<file path="config.mk">
export PLATFORM = sky130hd
export DESIGN_NAME = ddr_write_ctrl_flat
export DESIGN_NICKNAME = d
export VERILOG_FILES = /design/src/ddr_mem_pkg.sv /design/src/ddr_user_pkg.sv /design/src/wr_fifo_if.sv /design/src/ddr_write_ctrl.sv /design/src/flat_wrapper.sv
export VERILOG_INCLUDE_DIRS = /design/src
export SDC_FILE = /design/constraint.sdc
export NUM_CORES = 1
export LEC_CHECK = 0
export ABC_AREA = 1
export ABC_CLOCK_PERIOD_IN_PS = 6070
export BUFFER_PORTS_ARGS = -buffer_cell sky130_fd_sc_hd__buf_2
export CAP_MARGIN = 20
export CORE_ASPECT_RATIO = 1.4
export CORE_MARGIN = 4
export CORE_UTILIZATION = 55
export CTS_CLUSTER_SIZE = 24
export DETAILED_ROUTE_END_ITERATION = 12
export PLACE_DENSITY = 0.94
export SLEW_MARGIN = 30
export SYNTH_ARGS = -nofsm -noshare
export SYNTH_HDL_FRONTEND = slang
export SYNTH_SLANG_ARGS = --single-unit
</file>
<file path="constraint.sdc">
create_clock -name clk -period 6.07 [get_ports clk]
set_input_delay 0.607 -clock clk [delete_from_list [all_inputs] [get_ports clk]]
set_output_delay 0.607 -clock clk [all_outputs]
set_load 0.1 [all_outputs]
</file>
<file path="src/ddr_write_config.svh">
`ifndef DDR_WRITE_CONFIG_SVH
`define DDR_WRITE_CONFIG_SVH

// client side
`define DDR_ADDR_W          28   // word address
`define DDR_USER_W          32   // client word
`define DDR_LEN_W           8    // words minus one

// memory side
`define DDR_BEAT_W          256
`define DDR_WORDS_PER_BEAT  8
`define DDR_BURST_W         4    // beats minus one
`define DDR_MAX_BURST       16

// packing FIFO, room for one burst filling while another drains
`define DDR_FIFO_BEATS      32
`define DDR_AFULL_BEATS     16   // complete beats that raise almost_full

`endif

</file>
<file path="src/ddr_mem_pkg.sv">
`include "ddr_write_config.svh"

package ddr_mem_pkg;

    typedef logic [`DDR_BEAT_W-1:0] beat_t;       // eight words, word 0 in the low lane

    typedef logic [`DDR_BEAT_W/8-1:0] beat_strb_t;

    // number of beats is len + 1
    typedef logic [`DDR_BURST_W-1:0] burst_len_t;

    typedef enum logic [2:0] {
        IDLE,        // waiting for a client address
        WAIT,        // leading pads, then client words into the FIFO
        TRANS_ADDR,  // burst address on the memory side
        TRANS_DATA,  // slave pulls the burst beats
        AFTER        // trailing pads to complete the last beat
    } wr_state_e;

endpackage

</file>
<file path="src/ddr_user_pkg.sv">
`include "ddr_write_config.svh"

package ddr_user_pkg;

    // word address as seen by the client
    typedef logic [`DDR_ADDR_W-1:0] addr_t;

    // number of words is len + 1
    typedef logic [`DDR_LEN_W-1:0] len_t;

    // one enable per byte of a client word
    typedef logic [`DDR_USER_W/8-1:0] strb_t;

endpackage

</file>
<file path="src/wr_fifo_if.sv">
`timescale 1ns/10ps
`include "ddr_write_config.svh"

interface wr_fifo_if;

    logic                        wr_en;
    logic [`DDR_USER_W-1:0]      wr_data;
    ddr_user_pkg::strb_t         wr_strb;
    logic                        full;
    logic                        almost_full;

    modport ctrl (
        output wr_en,
        output wr_data,
        output wr_strb,
        input  full,
        input  almost_full
    );

    modport fifo (
        input  wr_en,
        input  wr_data,
        input  wr_strb,
        output full,
        output almost_full
    );

endinterface
</file>
<file path="src/ddr_write_ctrl.sv">
`timescale 1ns/10ps
`include "ddr_write_config.svh"

module ddr_write_ctrl (
    input  logic                     clk,
    input  logic                     rst,
    input  logic                     ddr_init_done,
    input  ddr_user_pkg::addr_t      wr_addr,
    input  ddr_user_pkg::len_t       wr_len,
    input  logic                     wr_addr_valid,
    output logic                     wr_addr_ready,
    input  logic [`DDR_USER_W-1:0]   wr_data,
    input  ddr_user_pkg::strb_t      wr_strb,
    input  logic                     wr_data_valid,
    input  logic                     wr_data_last,
    output logic                     wr_data_ready,
    output ddr_user_pkg::addr_t      write_addr,
    output ddr_mem_pkg::burst_len_t  write_len,
    output logic                     write_addr_valid,
    input  logic                     write_addr_ready,
    input  logic                     write_data_ready,
    input  logic                     write_data_last,
    wr_fifo_if.ctrl                  fifo
);

    localparam int OFF_W = $clog2(`DDR_WORDS_PER_BEAT);
    localparam int CNT_W = 9;   // beats of the longest padded transfer

    ddr_mem_pkg::wr_state_e cur_st;
    ddr_mem_pkg::wr_state_e nxt_st;

    ddr_user_pkg::addr_t end_addr;     // inclusive last word
    ddr_user_pkg::addr_t beat_span;
    ddr_user_pkg::addr_t addr_q;
    logic [CNT_W-1:0]    beats_left;
    logic [CNT_W-1:0]    burst_beats;
    logic [OFF_W-1:0]    lead_cnt;
    logic [OFF_W-1:0]    tail_cnt;
    logic                last_seen;
    logic                last_burst;
    logic                addr_valid_q;
    logic                addr_acc;
    logic                addr_hs;
    logic                data_acc;
    logic                lead_pad;
    logic                tail_pad;
    logic                pad_wr;
    logic                burst_done;

    assign end_addr  = wr_addr + ddr_user_pkg::addr_t'(wr_len);
    assign beat_span = (end_addr >> OFF_W) - (wr_addr >> OFF_W);

    assign addr_acc   = wr_addr_valid && wr_addr_ready;
    assign addr_hs    = write_addr_valid && write_addr_ready;
    assign data_acc   = wr_data_valid && wr_data_ready;
    assign lead_pad   = (cur_st == ddr_mem_pkg::WAIT) && (lead_cnt != '0);
    assign tail_pad   = (cur_st == ddr_mem_pkg::AFTER) && (tail_cnt != '0);
    assign pad_wr     = lead_pad || tail_pad;
    assign burst_done = (cur_st == ddr_mem_pkg::TRANS_DATA) && write_data_ready && write_data_last;

    assign wr_addr_ready = ddr_init_done && (cur_st == ddr_mem_pkg::IDLE);
    // client words are taken in any busy state except the trailing pads
    assign wr_data_ready = ddr_init_done && !last_seen && !fifo.full && (lead_cnt == '0)
                           && (cur_st inside {ddr_mem_pkg::WAIT, ddr_mem_pkg::TRANS_ADDR,
                                              ddr_mem_pkg::TRANS_DATA});

    assign fifo.wr_en   = (pad_wr && !fifo.full) || data_acc;
    assign fifo.wr_data = pad_wr ? '0 : wr_data;   // pads carry no byte enables
    assign fifo.wr_strb = pad_wr ? '0 : wr_strb;

    assign write_addr       = addr_q;
    assign write_addr_valid = ddr_init_done && addr_valid_q;
    assign write_len        = (beats_left >= CNT_W'(`DDR_MAX_BURST))
                              ? ddr_mem_pkg::burst_len_t'(`DDR_MAX_BURST - 1)
                              : ddr_mem_pkg::burst_len_t'(beats_left - 1'b1);
    assign burst_beats      = CNT_W'(write_len) + 1'b1;

    always_comb begin
        nxt_st = cur_st;
        case (cur_st)
            ddr_mem_pkg::IDLE: begin
                if (addr_acc) begin
                    nxt_st = ddr_mem_pkg::WAIT;
                end
            end
            ddr_mem_pkg::WAIT: begin
                if (lead_cnt == '0) begin
                    if (fifo.almost_full) begin
                        nxt_st = ddr_mem_pkg::TRANS_ADDR;   // a full burst is stored
                    end else if (last_seen) begin
                        nxt_st = ddr_mem_pkg::AFTER;
                    end
                end
            end
            ddr_mem_pkg::TRANS_ADDR: begin
                if (addr_hs) begin
                    nxt_st = ddr_mem_pkg::TRANS_DATA;
                end
            end
            ddr_mem_pkg::TRANS_DATA: begin
                if (burst_done) begin
                    nxt_st = last_burst ? ddr_mem_pkg::IDLE : ddr_mem_pkg::WAIT;
                end
            end
            ddr_mem_pkg::AFTER: begin
                if (tail_cnt == '0) begin
                    nxt_st = ddr_mem_pkg::TRANS_ADDR;
                end
            end
            default: nxt_st = ddr_mem_pkg::IDLE;
        endcase
    end

    // burst address only moves on acceptance and on each address handshake
    always_ff @(posedge clk) begin
        if (addr_acc) begin
            addr_q <= {wr_addr[`DDR_ADDR_W-1:OFF_W], OFF_W'(0)};   // aligned down
        end else if (addr_hs) begin
            addr_q <= addr_q + (ddr_user_pkg::addr_t'(burst_beats) << OFF_W);
        end
    end

    always_ff @(posedge clk) begin
        if (rst) begin
            cur_st       <= ddr_mem_pkg::IDLE;
            beats_left   <= '0;
            lead_cnt     <= '0;
            tail_cnt     <= '0;
            last_seen    <= 1'b0;
            last_burst   <= 1'b0;
            addr_valid_q <= 1'b0;
        end else begin
            cur_st <= nxt_st;

            if (addr_acc) begin
                beats_left <= beat_span[CNT_W-1:0] + 1'b1;
                lead_cnt   <= wr_addr[OFF_W-1:0];
                tail_cnt   <= OFF_W'(`DDR_WORDS_PER_BEAT - 1) - end_addr[OFF_W-1:0];
            end else begin
                if (addr_hs) begin
                    beats_left <= beats_left - burst_beats;
                end
                if (lead_pad && !fifo.full) begin
                    lead_cnt <= lead_cnt - 1'b1;
                end
                if (tail_pad && !fifo.full) begin
                    tail_cnt <= tail_cnt - 1'b1;
                end
            end

            if (cur_st == ddr_mem_pkg::IDLE) begin
                last_seen <= 1'b0;
            end else if (data_acc && wr_data_last) begin
                last_seen <= 1'b1;
            end

            if (cur_st == ddr_mem_pkg::IDLE) begin
                last_burst <= 1'b0;
            end else if (addr_hs) begin
                last_burst <= beats_left <= CNT_W'(`DDR_MAX_BURST);   // nothing left after it
            end

            // valid follows the state by one cycle and drops on the handshake
            if (addr_hs) begin
                addr_valid_q <= 1'b0;
            end else if (cur_st == ddr_mem_pkg::TRANS_ADDR) begin
                addr_valid_q <= 1'b1;
            end
        end
    end

endmodule

</file>
<file path="src/flat_wrapper.sv">
// flat-port wrapper written by rule: the top's interface ports become plain ports
module ddr_write_ctrl_flat 
  (clk, rst, ddr_init_done, wr_addr, wr_len, wr_addr_valid, wr_addr_ready, wr_data, wr_strb, wr_data_valid, wr_data_last, wr_data_ready, write_addr, write_len, write_addr_valid, write_addr_ready, write_data_ready, write_data_last, fifo_wr_en, fifo_wr_data, fifo_wr_strb, fifo_full, fifo_almost_full);
  wr_fifo_if fifo_i ();
  input  logic clk;
  input  logic rst;
  input  logic ddr_init_done;
  input  ddr_user_pkg::addr_t wr_addr;
  input  ddr_user_pkg::len_t wr_len;
  input  logic wr_addr_valid;
  output logic wr_addr_ready;
  input  logic [`DDR_USER_W-1:0] wr_data;
  input  ddr_user_pkg::strb_t wr_strb;
  input  logic wr_data_valid;
  input  logic wr_data_last;
  output logic wr_data_ready;
  output ddr_user_pkg::addr_t write_addr;
  output ddr_mem_pkg::burst_len_t write_len;
  output logic write_addr_valid;
  input  logic write_addr_ready;
  input  logic write_data_ready;
  input  logic write_data_last;
  output wire logic [$bits(fifo_i.wr_en)-1:0] fifo_wr_en;
  output wire logic [$bits(fifo_i.wr_data)-1:0] fifo_wr_data;
  output wire logic [$bits(fifo_i.wr_strb)-1:0] fifo_wr_strb;
  input wire logic [$bits(fifo_i.full)-1:0] fifo_full;
  input wire logic [$bits(fifo_i.almost_full)-1:0] fifo_almost_full;
  assign fifo_wr_en = fifo_i.wr_en;
  assign fifo_wr_data = fifo_i.wr_data;
  assign fifo_wr_strb = fifo_i.wr_strb;
  assign fifo_i.full = fifo_full;
  assign fifo_i.almost_full = fifo_almost_full;
  ddr_write_ctrl u_core (.clk(clk), .rst(rst), .ddr_init_done(ddr_init_done), .wr_addr(wr_addr), .wr_len(wr_len), .wr_addr_valid(wr_addr_valid), .wr_addr_ready(wr_addr_ready), .wr_data(wr_data), .wr_strb(wr_strb), .wr_data_valid(wr_data_valid), .wr_data_last(wr_data_last), .wr_data_ready(wr_data_ready), .write_addr(write_addr), .write_len(write_len), .write_addr_valid(write_addr_valid), .write_addr_ready(write_addr_ready), .write_data_ready(write_data_ready), .write_data_last(write_data_last), .fifo(fifo_i));
endmodule
</file>
==> results by stage, run 1 <==
Worst setup path:
- On the worst path, the slowest cell contributes a delay of 0.36 ns.
- The critical setup path kind is register to register.
- The top fanout value on the critical path is 5.
- The kind of cell adding the most delay to the critical path is simple AND/OR/NAND/NOR gates.
- The number of cells on the worst reg-to-reg path is 22.
- The path length in cells of the critical path is 22.
- In this run the critical register-to-register path is launched from u_core.beats_left[5].
- The number of buffers and inverters on the critical path is 5.
- The worst setup path is launched from a register.
- Setup slack on the worst reg-to-reg path comes out at 2.52 ns.
- The most numerous cell type found on the critical path is sky130_fd_sc_hd__nand2_1.
- The launching instance or port of the critical path is u_core.beats_left[5].
- The slowest stage of the critical path belongs to the cell sky130_fd_sc_hd__dfxtp_1.
- Traced cell by cell, the critical path runs through nor2_2 > nand2_1 > nor2_2 > inv_1 > nor2_2 > inv_1 > ha_1 > inv_1 > xor2_1 > inv_1 > ha_1 > nand3_1 > nand3_1 > nand2_1 > nand2_1 > nand2_1 > nor2_2 > nand2_1 > inv_1 > nand4_1 > nand3_1 > nand2_1.
- The worst register-to-register path ends at u_core.write_addr[21].
- At the worst endpoint, the required time is 6.14 ns.
- The critical path capture point type is a register.
- Data arrives at the worst endpoint at 3.62 ns.
- The most critical setup path has its endpoint at u_core.write_addr[21].

Logic synthesis:
- The average instance in the mapped netlist occupies 6.84 sq um.
- After technology mapping, the gate count stands at 630.
- Summing every instance area after synthesis gives 0.00431 sq mm.
- The sequential-to-total area share from yosys stat is 27.2%.
- The post-synthesis cell type count is 43.
- The number of warning messages in the yosys log is 0.
- After synthesis the netlist holds a flip-flop and latch count of 46.

Layout:
- The number of antenna diodes in the final layout is 0.
- The growth of design area from synthesis to finish is 20.7%.
- Summing all non-filler instances in the final layout gives an area of 0.00520 sq mm.
- The final cell count without fillers is 872.
- At the end of the flow, the number of nets in the layout was 900.
- The layout cell share with drive strength beyond 1 is 24.3%.

Drt:
- The number of antenna-violating nets in the routed design is 0.
- For this run, design rule violations remaining after detail routing come to 0.
- For this block, the routed nets add up to 12000 um of wire.
- The per-cell via count in the routed design is 5.24.
- The number of iterations in the first detailed-routing pass is 8.
- The detailed-route via count is 4571.
- The count of routing violations after the opening detailed-route iteration is 287.
- The average detailed-routed wire length per instance is 13.7 um.

Clock tree:
- The number of buffers created by CTS is 5.
- After clock tree synthesis, the repair step resized 0 gates.
- TritonCTS built the clock tree.
- The maximum root-to-sink buffer count is 2.
- The H-tree level count is 2.
- The clock net in this run drives a total of 46 sinks.
- The clock-pin transition on the worst setup and hold timing paths is 0.11 ns.
- The buffer cell driving the clock tree root is sky130_fd_sc_hd__clkbuf_8.
- The worst-skew pair later-pin latency is 0.32 ns.
- The post-CTS setup buffer count is 0.
- The number of hold buffers added after CTS was 0.

Pwr:
- Per report_power, the clock group accounts for 7.4% of the total.
- The peak ir drop on the vdd network is 0.000501 V.
- The internal power of the cells is 0.00106 W.
- For this design the static power due to leakage is 2.78 nW.
- Dividing total power by cell area gives a power density of 554 mW/mm^2.
- The power spent charging and discharging nets is 0.00182 W.
- The fraction of power spent switching nets is 63.2%.
- The sequential cell fraction of total power is 18.8%.
- The relative contribution of combinational cells to total power is 73.8%.

GRT:
- The wire length of the first global-routing pass is 19600 um.
- The number of global-route vias before repair is 4537.
- The number of antenna violations at the first check in global routing is 0.
- The final global-route overflow total is 0.
- The total routing usage reported by global routing is 24.8%.
- The maximum number of pins on one net before global-route repair is 49.

Die:
- The die covers 0.00934 sq mm.
- The die is 113 um tall.
- In this run the standard cell core region covers 0.00750 sq mm.
- The total number of placement rows is 37.
- The starting density of the core is 57.5%.
- The floorplan step set the die width to 82.8 um.
- The number of I/O pins is 155.

Placement:
- Detailed placement ended at an HPWL of 9590 um.
- In this run, placement finished with an instance count of 864.
- The total cell area at the placement stage is 0.00510 sq mm.
- At the end of routability-driven placement, the weighted congestion stood at 0.879.
- The port buffer count is 151.

Run:
- Across the run, the number of max-cap violations was 0.

STA:
- The tightest slew margin relative to the limit is 43.1%.
- Clock skew on the completed layout was measured at 0.00894 ns.
- The period utilization is 58.5%.
- Setup repair after global routing left no endpoint under its margin.
- The post-layout minimum cycle time is 3.55 ns.
- The hold violation total from the final report came to 0.
- The total negative slack for setup checks is 0 ns.
- For this run, the top clock speed supported by timing is 0.282 GHz.
- The max-slew violation count came to 0.
- The final-report setup violation count is 0.
- At the pin with the least slew margin, the transition time is 0.852 ns.

Outcome:
- The run finished with clean final reports.

Hold path:
- The startpoint identified for the worst hold timing path is u_core.beats_left[8].
- The type of the most critical hold path is register to register.
## flip-flops by register name, summed over array words and instances, names as in the netlist
name,count
u_core.last_seen,1
u_core.cur_st,3
u_core.tail_cnt,3
u_core.last_burst,1
u_core.beats_left,9
u_core.lead_cnt,3
u_core.addr_valid_q,1
u_core.write_addr,25
## how the worst min path moves through the flow
stage	end	depth (start not counted)
floorplan	u_core.last_seen	1
global placement	u_core.beats_left[8]	2
detailed placement	u_core.beats_left[8]	2
CTS	u_core.beats_left[8]	2
global route	u_core.beats_left[8]	2
finish	u_core.beats_left[8]	2
## power groups by stage
| stage | logic [W] | clock network (W) | registers (W) |
|---|---|---|---|
| global route | 0.00230 | 0.000228 | 0.000553 |
| detailed placement | 0.00210 | 0 | 0.000547 |
| global placement | 0.00203 | 0 | 0.000539 |
| CTS | 0.00212 | 0.000211 | 0.000539 |
| finish | 0.00213 | 0.000212 | 0.000541 |
| floorplan | 0.00144 | 0 | 0.000833 |
## per-stage QoR
step           util (%)  setup slack, ns  hold slack, ns  power (W)
3_5_place_dp       68.0             2.29           0.491    0.00265
6_report           69.3             2.52           0.510    0.00288
4_1_cts            69.3             2.55           0.508    0.00287
5_1_grt            69.3             2.18           0.534    0.00308
2_1_floorplan         -            0.733           0.464    0.00227
3_3_place_gp       68.0             2.38           0.488    0.00257
## layer usage
layer / vias up / global-route usage [%] / routed length, um
li1: 2319 / - / -
met1: 2036 / 25.9 / 4450
met2: 178 / 47.3 / 6400
met3: 38 / 5.24 / 684
met4: 0 / 10.8 / 414
met5: - / 0 / 0
## worst min-delay path, cell delays in order (launching register included)
cell and delay (ns):
sky130_fd_sc_hd__dfxtp_1 0.34, sky130_fd_sc_hd__nand2_1 0.07, sky130_fd_sc_hd__a21oi_1 0.06
## logic make-up (layout without fill, tap and decap cells)
family                   after synthesis  in the layout  share of synthesized area (%)
AO/OA/AOI/OAI                         88             88                           11.7
XOR/XNOR                              25             25                           5.08
adder cells (fa/ha/maj)               43             43                           13.2
buffers and inverters                123            266                           11.7
flip-flops                            46             46                           27.2
other                                  2              4                          0.174
AND/OR/NAND/NOR                      303            303                           31.0
## layout by cell type, fill, tap and decap left out, types with 3 or more instances in the layout
cell,n
sky130_fd_sc_hd__a21oi_1,33
sky130_fd_sc_hd__a31oi_1,8
sky130_fd_sc_hd__buf_2,151
sky130_fd_sc_hd__clkbuf_8,5
sky130_fd_sc_hd__conb_1,4
sky130_fd_sc_hd__dfxtp_1,21
sky130_fd_sc_hd__edfxtp_1,25
sky130_fd_sc_hd__fa_1,4
sky130_fd_sc_hd__ha_1,39
sky130_fd_sc_hd__inv_1,104
sky130_fd_sc_hd__nand2_1,136
sky130_fd_sc_hd__nand3_1,45
sky130_fd_sc_hd__nand3b_1,4
sky130_fd_sc_hd__nand4_1,11
sky130_fd_sc_hd__nor2_1,77
sky130_fd_sc_hd__nor2_2,5
sky130_fd_sc_hd__nor3_1,3
sky130_fd_sc_hd__nor4_1,3
sky130_fd_sc_hd__o21a_1,3
sky130_fd_sc_hd__o21ai_0,24
sky130_fd_sc_hd__o21ai_1,5
sky130_fd_sc_hd__o21bai_1,3
sky130_fd_sc_hd__o22ai_1,4
sky130_fd_sc_hd__or2_2,8
sky130_fd_sc_hd__xnor2_1,9
sky130_fd_sc_hd__xor2_1,16
## area by class of cell
cell class	instances	area, sq um
Multi-Input combinational cell	463	2650
Fill cell	638	2300
Sequential cell	46	1170
Timing Repair Buffer	152	763
Inverter	106	398
Tap cell	97	121
Clock buffer	5	68.8
Clock inverter	3	28.8
## synth_stat cells
master	instances	area share [%]
sky130_fd_sc_hd__inv_1	104	9.1
sky130_fd_sc_hd__nor2_1	77	6.7
sky130_fd_sc_hd__conb_1	2	0.17
sky130_fd_sc_hd__o211ai_1	2	0.35
sky130_fd_sc_hd__nor3_1	3	0.35
sky130_fd_sc_hd__nand3b_1	4	0.70
sky130_fd_sc_hd__o221a_2	1	0.26
sky130_fd_sc_hd__or2_1	1	0.15
sky130_fd_sc_hd__nor4_1	3	0.44
sky130_fd_sc_hd__dfxtp_1	21	9.8
sky130_fd_sc_hd__a21oi_2	2	0.41
sky130_fd_sc_hd__fa_1	4	1.9
sky130_fd_sc_hd__xnor2_1	9	1.8
sky130_fd_sc_hd__nor2_4	1	0.26
sky130_fd_sc_hd__o22ai_1	4	0.58
sky130_fd_sc_hd__a21oi_1	33	3.8
sky130_fd_sc_hd__o21ai_1	5	0.58
sky130_fd_sc_hd__ha_1	39	11
sky130_fd_sc_hd__o21a_1	3	0.52
sky130_fd_sc_hd__inv_2	2	0.17
sky130_fd_sc_hd__o21ai_0	24	2.8
sky130_fd_sc_hd__nand2_2	2	0.29
sky130_fd_sc_hd__nand4_1	11	1.6
sky130_fd_sc_hd__a221oi_1	1	0.20
sky130_fd_sc_hd__buf_2	9	1.0
sky130_fd_sc_hd__nand2_1	136	12
sky130_fd_sc_hd__or2_0	1	0.15
sky130_fd_sc_hd__a31oi_1	8	1.2
sky130_fd_sc_hd__a31o_2	1	0.20
sky130_fd_sc_hd__nand3_1	45	5.2
sky130_fd_sc_hd__edfxtp_1	25	17
sky130_fd_sc_hd__o21bai_1	3	0.52
sky130_fd_sc_hd__buf_6	2	0.52
sky130_fd_sc_hd__or2_2	8	1.2
sky130_fd_sc_hd__o211ai_2	1	0.29
sky130_fd_sc_hd__nor3_2	2	0.46
sky130_fd_sc_hd__buf_4	4	0.70
sky130_fd_sc_hd__clkbuf_1	2	0.17
sky130_fd_sc_hd__xor2_1	16	3.3
sky130_fd_sc_hd__nand2_4	2	0.52
sky130_fd_sc_hd__nor3b_2	1	0.29
sky130_fd_sc_hd__nand2b_1	1	0.15
sky130_fd_sc_hd__nor2_2	5	0.73
Power figures use the tool's default switching activity.
==> run 2, diff against run 1 <==
--- a/config.mk
+++ b/config.mk
@@ -7,15 +7,15 @@
 export NUM_CORES = 1
 export LEC_CHECK = 0
 export ABC_AREA = 1
-export ABC_CLOCK_PERIOD_IN_PS = 6070
+export ABC_CLOCK_PERIOD_IN_PS = 3600
 export BUFFER_PORTS_ARGS = -buffer_cell sky130_fd_sc_hd__buf_2
 export CAP_MARGIN = 20
 export CORE_ASPECT_RATIO = 1.4
 export CORE_MARGIN = 4
-export CORE_UTILIZATION = 55
+export CORE_UTILIZATION = 51
 export CTS_CLUSTER_SIZE = 24
 export DETAILED_ROUTE_END_ITERATION = 12
-export PLACE_DENSITY = 0.94
+export PLACE_DENSITY = 0.89
 export SLEW_MARGIN = 30
 export SYNTH_ARGS = -nofsm -noshare
 export SYNTH_HDL_FRONTEND = slang
==> constraint.sdc (replaced) <==
create_clock -name clk -period 3.6 [get_ports clk]
set_input_delay 0.36 -clock clk [delete_from_list [all_inputs] [get_ports clk]]
set_output_delay 0.36 -clock clk [all_outputs]
set_load 0.1 [all_outputs]
==> run 2 against run 1 <==
- global-route usage fell by 2.6 points
- highest routed layer unchanged
- combinational power rose by 70%
- flip-flop and latch count did not move
- worst hold slack got worse by 0.16 ns
- largest power group unchanged
==> results by stage, run 2 (same netlist as run 1, synthesis figures left out) <==
STA:
- The period utilization is 90.7% (was 58.5%).
- The maximum clock frequency came to 0.306 GHz (was 0.282 GHz).
- The max-slew violation count is 0 (unchanged).
- The post-layout minimum cycle time was 3.26 ns (was 3.55 ns).
- The clock skew was 0.00586 ns (was 0.00894 ns).
- The final-report setup violation count is 0 (unchanged).
- The total negative slack for setup checks is 0 ns (unchanged).
- The smallest hold slack is 0.348 ns (was 0.510 ns).
- The measured slew at the worst slew-check pin is 0.692 ns (was 0.852 ns).
- The tightest slew margin relative to the limit came to 53.5% (was 43.1%).
- The hold violation total from the final report was 0 (unchanged).
- Setup repair after global routing missed its margin: no (unchanged).

Die:
- The horizontal die dimension came to 85.7 um (was 82.8 um).
- The die outline area is 0.0100 sq mm (was 0.00934 sq mm).
- The number of I/O pins is 155 (unchanged).
- The area of the core region is 0.00820 sq mm (was 0.00750 sq mm).
- The die height came to 117 um (was 113 um).
- The starting density of the core is 52.6% (was 57.5%).
- The total number of placement rows is 39 (was 37).

Drt:
- The average detailed-routed wire length per instance was 13.4 um (was 13.7 um).
- The count of routing violations after the opening detailed-route iteration came to 182 (was 287).
- The total wire length was 11900 um (was 12000 um).
- The detailed-route via count came to 4660 (was 4571).
- The number of antenna-violating nets in the routed design is 0 (unchanged).
- The per-cell via count in the routed design is 5.28 (was 5.24).
- The number of remaining DRC errors came to 0 (unchanged).
- The number of iterations in the first detailed-routing pass came to 6 (was 8).

Layout:
- The final antenna diode count is 0 (unchanged).
- The total area of multi-input combinational cells is 0.00269 sq mm (was 0.00265 sq mm).
- The total number of nets in the final design is 905 (was 900).
- The growth of design area from synthesis to finish came to 23.8% (was 20.7%).
- The filler cell count is 725 (was 638).
- The utilization after layout is 65.1% (was 69.3%).
- The final cell area excluding filler cells is 0.00534 sq mm (was 0.00520 sq mm).
- The most common cell after layout, fill and taps aside was sky130_fd_sc_hd__buf_2 (unchanged).
- Highest-count cells in the layout ignoring fill and taps: sky130_fd_sc_hd__buf_2, sky130_fd_sc_hd__nand2_1, sky130_fd_sc_hd__inv_1, sky130_fd_sc_hd__nor2_1, sky130_fd_sc_hd__nand3_1 (unchanged).
- The layout cell share with drive strength beyond 1 is 25.5% (was 24.3%).
- The number of flip-flops under the largest register name is 25 (unchanged).
- The area taken by flip-flops and latches is 0.00117 sq mm (unchanged).

Placement:
- The routability congestion estimate came to 0.871 (was 0.879).
- The port buffer count is 151 (unchanged).
- The HPWL reported at the end of detailed placement is 9390 um (was 9590 um).
- The total cell area at the placement stage is 0.00515 sq mm (was 0.00510 sq mm).

Clock tree:
- The number of buffers created by CTS was 5 (unchanged).
- The maximum root-to-sink buffer count was 2 (unchanged).
- The number of sinks handled by clock tree synthesis is 46 (unchanged).
- The clock-pin transition on the worst setup and hold timing paths is 0.06 ns (was 0.11 ns).
- The clock tree from TritonCTS is yes (unchanged).
- The worst-skew pair later-pin latency was 0.29 ns (was 0.32 ns).
- The H-tree level count is 2 (unchanged).
- The buffer cell driving the clock tree root was sky130_fd_sc_hd__clkbuf_16 (was sky130_fd_sc_hd__clkbuf_8).

GRT:
- The maximum number of pins on one net before global-route repair is 48 (was 49).
- The number of antenna violations at the first check in global routing is 0 (unchanged).
- The number of global-route vias before repair is 4429 (was 4537).
- The wire length of the first global-routing pass was 18400 um (was 19600 um).
- The total routing usage reported by global routing is 22.2% (was 24.8%).
- The final global-route overflow total is 0 (unchanged).

Worst setup path:
- The startpoint type of the worst setup path is a register (unchanged).
- The data required time of the critical path is 3.65 ns (was 6.14 ns).
- The critical path capture point type is a register (unchanged).
- The critical setup path kind is register to register (unchanged).
- The top fanout value on the critical path is 5 (unchanged).
- The data arrival time of the critical path is 3.31 ns (was 3.62 ns).

Pwr:
- The peak ir drop on the vdd network is 0.000678 V (was 0.000501 V).
- The power density over the cells is 940 mW/mm^2 (was 554 mW/mm^2).
- The standby leakage power came to 2.84 nW (was 2.78 nW).

Run:
- The max-cap check violation count was 0 (unchanged).

Outcome:
- Outcome: finished clean (unchanged).

Hold path:
- The type of the most critical hold path is input pin to register (was register to register).
[run 2: metrics by stage]
stage               instances  worst slack, ns  power, W
floorplan                 632           0.0538   0.00384
global placement          872            0.188   0.00438
detailed placement        872           0.0988   0.00448
CTS                       880            0.231   0.00497
global route              882          0.00332   0.00536
finish                    882            0.336   0.00501
[run 2: path summary, 6_finish.rpt]
kind	from	end	slack, ns	cells after the start
worst max-delay path	u_core.beats_left[6]	u_core.write_addr[21]	0.34	22
worst min-delay path	wr_addr[12]	u_core.write_addr[12]	0.35	3
worst max register to register	u_core.beats_left[6]	u_core.write_addr[21]	0.34	22
worst min register to register	u_core.beats_left[8]	u_core.beats_left[8]	0.53	2
[run 2: final cells by class]
cell class / count / area share, %
clock buffers: 7 / 2.70
clock inverters: 1 / 0.0938
inverters: 106 / 7.46
multi-input cells: 463 / 50.4
flip-flops and latches: 46 / 22.0
well taps: 102 / 2.39
repair buffers: 157 / 15.0
[run 2: power breakdown]
| part | internal, W | switching (W) |
|---|---|---|
| combinational | 0.000915 | 0.00271 |
| sequential | 0.000768 | 0.000144 |
| clock | 0.000278 | 0.000196 |
[run 2: layer usage]
layer  vias to the layer above  GRT usage (%)  wire length, um
li1                       2322              -                -
met1                      2110           24.4             4430
met2                       192           40.6             6230
met3                        36           3.11              748
met5                         -              0                0
met4                         0           12.8              439
[run 2: repair_timing]
item | 4_1_cts | 5_1_grt
buffers inserted | 0 | 2
endpoints found under the setup margin | 0 | 4
hold buffers | 0 | 0
gates resized for setup | 0 | 4
[run 2: worst max-delay path, stage by stage, from the launching register on]
cell and delay, ns:
sky130_fd_sc_hd__dfxtp_1 0.36, sky130_fd_sc_hd__nor2_2 0.20, sky130_fd_sc_hd__nand2_2 0.10, sky130_fd_sc_hd__nor2_2 0.11, sky130_fd_sc_hd__inv_1 0.07, sky130_fd_sc_hd__nor2_2 0.12
sky130_fd_sc_hd__inv_1 0.08, sky130_fd_sc_hd__ha_1 0.21, sky130_fd_sc_hd__inv_1 0.09, sky130_fd_sc_hd__xor2_2 0.15, sky130_fd_sc_hd__inv_1 0.07, sky130_fd_sc_hd__ha_1 0.34
sky130_fd_sc_hd__nand3_1 0.09, sky130_fd_sc_hd__nand3_1 0.10, sky130_fd_sc_hd__nand2_1 0.08, sky130_fd_sc_hd__nand2_1 0.12, sky130_fd_sc_hd__nand2_1 0.12, sky130_fd_sc_hd__nor2_4 0.19
sky130_fd_sc_hd__nand2_2 0.10, sky130_fd_sc_hd__inv_1 0.11, sky130_fd_sc_hd__nand4_1 0.08, sky130_fd_sc_hd__nand3_1 0.08, sky130_fd_sc_hd__nand2_1 0.05
==> run 3, diff against run 2 <==
--- a/config.mk
+++ b/config.mk
@@ -12,10 +12,11 @@
 export CAP_MARGIN = 20
 export CORE_ASPECT_RATIO = 1.4
 export CORE_MARGIN = 4
-export CORE_UTILIZATION = 51
+export CORE_UTILIZATION = 37
 export CTS_CLUSTER_SIZE = 24
 export DETAILED_ROUTE_END_ITERATION = 12
-export PLACE_DENSITY = 0.89
+export PLACE_DENSITY = 0.69
+export SKIP_LAST_GASP = 1
 export SLEW_MARGIN = 30
 export SYNTH_ARGS = -nofsm -noshare
 export SYNTH_HDL_FRONTEND = slang
==> run 3 against run 2 <==
- non-clock buffer count shrank 3
- critical endpoint unchanged
- critical path depth stayed put
- power down 0.75%
- register-to-register slack got worse by 0.04 ns
- first-iteration DRC count is 16% higher
- clock power is 7.0% higher
- clock skew grew 0.0046 ns
- die area grew 35%
- worst hold slack got worse by 0.0063 ns
==> results by stage, run 3 (same netlist as run 1, synthesis figures left out) <==
Placement:
- The routability congestion estimate is 0.797 (was 0.871).
- The port buffer count came to 151 (unchanged).
- The HPWL reported at the end of detailed placement came to 9520 um (was 9390 um).
- The worst setup slack after placement came to 0.0970 ns (was 0.0988 ns).

Clock tree:
- The clock-pin transition on the worst setup and hold timing paths came to 0.07 ns (was 0.06 ns).
- The clock tree from TritonCTS is yes (unchanged).
- The H-tree level count is 2 (unchanged).
- The number of sinks handled by clock tree synthesis is 46 (unchanged).
- The count of hold-fix buffers inserted at cts is 0 (unchanged).
- The buffer cell driving the clock tree root is sky130_fd_sc_hd__clkbuf_16 (unchanged).
- The worst-skew pair later-pin latency is 0.29 ns (about the same).
- The maximum root-to-sink buffer count was 2 (unchanged).
- The number of buffers created by CTS is 5 (unchanged).

Drt:
- The number of antenna-violating nets in the routed design is 0 (unchanged).
- The number of iterations in the first detailed-routing pass is 5 (was 6).
- The detailed-route via count is 4343 (was 4660).
- The number of remaining DRC errors is 0 (unchanged).
- The count of routing violations after the opening detailed-route iteration came to 211 (was 182).
- The average detailed-routed wire length per instance is 12.8 um (was 13.4 um).
- The total wire length is 11800 um (was 11900 um).
- The per-cell via count in the routed design is 4.72 (was 5.28).

Die:
- The area of the core region is 0.0113 sq mm (was 0.00820 sq mm).
- The starting density of the core is 38.0% (was 52.6%).
- The die outline area is 0.0135 sq mm (was 0.0100 sq mm).
- The total number of placement rows is 46 (was 39).
- The number of I/O pins is 155 (unchanged).
- The die height came to 136 um (was 117 um).
- The horizontal die dimension came to 99.2 um (was 85.7 um).

GRT:
- The wire length of the first global-routing pass is 18800 um (was 18400 um).
- The maximum number of pins on one net before global-route repair is 48 (unchanged).
- The number of global-route vias before repair is 4072 (was 4429).
- The final global-route overflow total was 0 (unchanged).
- The total routing usage reported by global routing is 17.0% (was 22.2%).
- The number of antenna violations at the first check in global routing was 0 (unchanged).

Worst setup path:
- The standard cell with the maximum stage delay on the critical path is sky130_fd_sc_hd__dfxtp_1 (unchanged).
- The data required time of the critical path is 3.65 ns (about the same).
- The critical setup path kind was register to register (unchanged).
- The data arrival time of the critical path came to 3.35 ns (was 3.31 ns).
- The count of buffering cells on the critical path with inverters included was 5 (unchanged).
- CP cell instances: nor2_2 > nand2_1 > nor2_2 > inv_1 > nor2_2 > inv_1 > ha_1 > inv_1 > xor2_1 > inv_1 > ha_1 > nand3_1 > nand3_1 > nand2_1 > nand2_1 > nand2_1 > nor2_4 > nand2_1 > inv_1 > nand4_1 > nand3_1 > nand2_1 (was nor2_2 > nand2_2 > nor2_2 > inv_1 > nor2_2 > inv_1 > ha_1 > inv_1 > xor2_2 > inv_1 > ha_1 > nand3_1 > nand3_1 > nand2_1 > nand2_1 > nand2_1 > nor2_4 > nand2_2 > inv_1 > nand4_1 > nand3_1 > nand2_1).
- The top fanout value on the critical path was 5 (unchanged).
- The most numerous cell on the critical path is sky130_fd_sc_hd__nand2_1 (was sky130_fd_sc_hd__inv_1).
- The startpoint type of the worst setup path is a register (unchanged).
- The critical path capture point type is a register (unchanged).
- The delay of the slowest cell on the worst path is 0.35 ns (was 0.36 ns).
- The kind of cell adding the most delay to the critical path was simple AND/OR/NAND/NOR gates (unchanged).

Pwr:
- The power density over the cells is 926 mW/mm^2 (was 940 mW/mm^2).
- The peak ir drop on the vdd network came to 0.000678 V (about the same).
- The standby leakage power is 2.83 nW (was 2.84 nW).

Hold path:
- The type of the most critical hold path is input pin to register (unchanged).

Layout:
- The layout cell share with drive strength beyond 1 is 24.8% (was 25.5%).
- The number of flip-flops under the largest register name was 25 (unchanged).
- The final antenna diode count is 0 (unchanged).
- The total number of nets in the final design came to 902 (was 905).
- The most common cell after layout, fill and taps aside is sky130_fd_sc_hd__buf_2 (unchanged).
- The growth of design area from synthesis to finish is 24.7% (was 23.8%).
- Highest-count cells in the layout ignoring fill and taps: sky130_fd_sc_hd__buf_2, sky130_fd_sc_hd__nand2_1, sky130_fd_sc_hd__inv_1, sky130_fd_sc_hd__nor2_1, sky130_fd_sc_hd__nand3_1 (unchanged).

STA:
- The post-layout minimum cycle time came to 3.30 ns (was 3.26 ns).
- The tightest slew margin relative to the limit came to 57.1% (was 53.5%).
- The clock skew is 0.0105 ns (was 0.00586 ns).
- The total negative slack for setup checks is 0 ns (unchanged).
- The measured slew at the worst slew-check pin was 0.642 ns (was 0.692 ns).
- The hold violation total from the final report was 0 (unchanged).
- The maximum clock frequency is 0.303 GHz (was 0.306 GHz).
- The minimum setup slack in the final design is 0.299 ns (was 0.336 ns).
- The max-slew violation count came to 0 (unchanged).
- The period utilization came to 91.7% (was 90.7%).
- Setup repair after global routing missed its margin: no (unchanged).
- The final-report setup violation count is 0 (unchanged).

Run:
- The max-cap check violation count is 0 (unchanged).

Outcome:
- Outcome: finished clean (unchanged).
[run 3: stage by stage]
stage,std cells,utilization [%],cell area [sq um],power (W),hold slack (ns)
floorplan,632,-,4340,0.00384,0.469
global placement,913,45.9,5200,0.00444,0.496
detailed placement,913,45.9,5200,0.00446,0.495
CTS,921,47.3,5360,0.00500,0.337
global route,921,47.4,5370,0.00537,0.354
finish,921,47.4,5370,0.00498,0.342
[run 3: what timing repair did]
action / CTS / global route
gates resized for setup: 0 / 2
setup buffers: 0 / 0
endpoints found under the setup margin: 0 / 2
[run 3: layout make-up]
class | instances | area, sq um
fill | 1202 | 5970
multi-input combinational | 463 | 2680
sequential | 46 | 1170
timing repair buffer | 154 | 778
inverter | 106 | 398
tap | 144 | 180
clock buffer | 7 | 155
clock inverter | 1 | 6.26
[run 3: per-layer routing]
layer,share of wire (%),track usage (%),vias to the layer above
li1,-,-,2327
met1,40,20.4,1898
met5,0,0,-
met4,0.79,3.49,0
met2,53,31.6,113
met3,5.8,2.63,5
[run 3: worst paths after layout]
path | depth (start not counted) | end | slack, ns | from
setup reg to reg | 22 | u_core.write_addr[21] | 0.30 | u_core.beats_left[5]
setup / recovery | 22 | u_core.write_addr[21] | 0.30 | u_core.beats_left[5]
hold reg to reg | 2 | u_core.beats_left[8] | 0.52 | u_core.beats_left[8]
hold / removal | 3 | u_core.write_addr[15] | 0.34 | wr_addr[15]
[run 3: power breakdown]
group          leakage (nW)  total (W)  switching (W)  internal [W]
sequential            0.404   0.000912       0.000143      0.000769
clock                0.0826   0.000507       0.000203      0.000303
combinational          2.34    0.00356        0.00267      0.000889
[run 3: worst min-delay path, cell delays in order]
cell and delay [ns]:
sky130_fd_sc_hd__buf_2 0.08, sky130_fd_sc_hd__nand2_1 0.04, sky130_fd_sc_hd__nand2_1 0.05
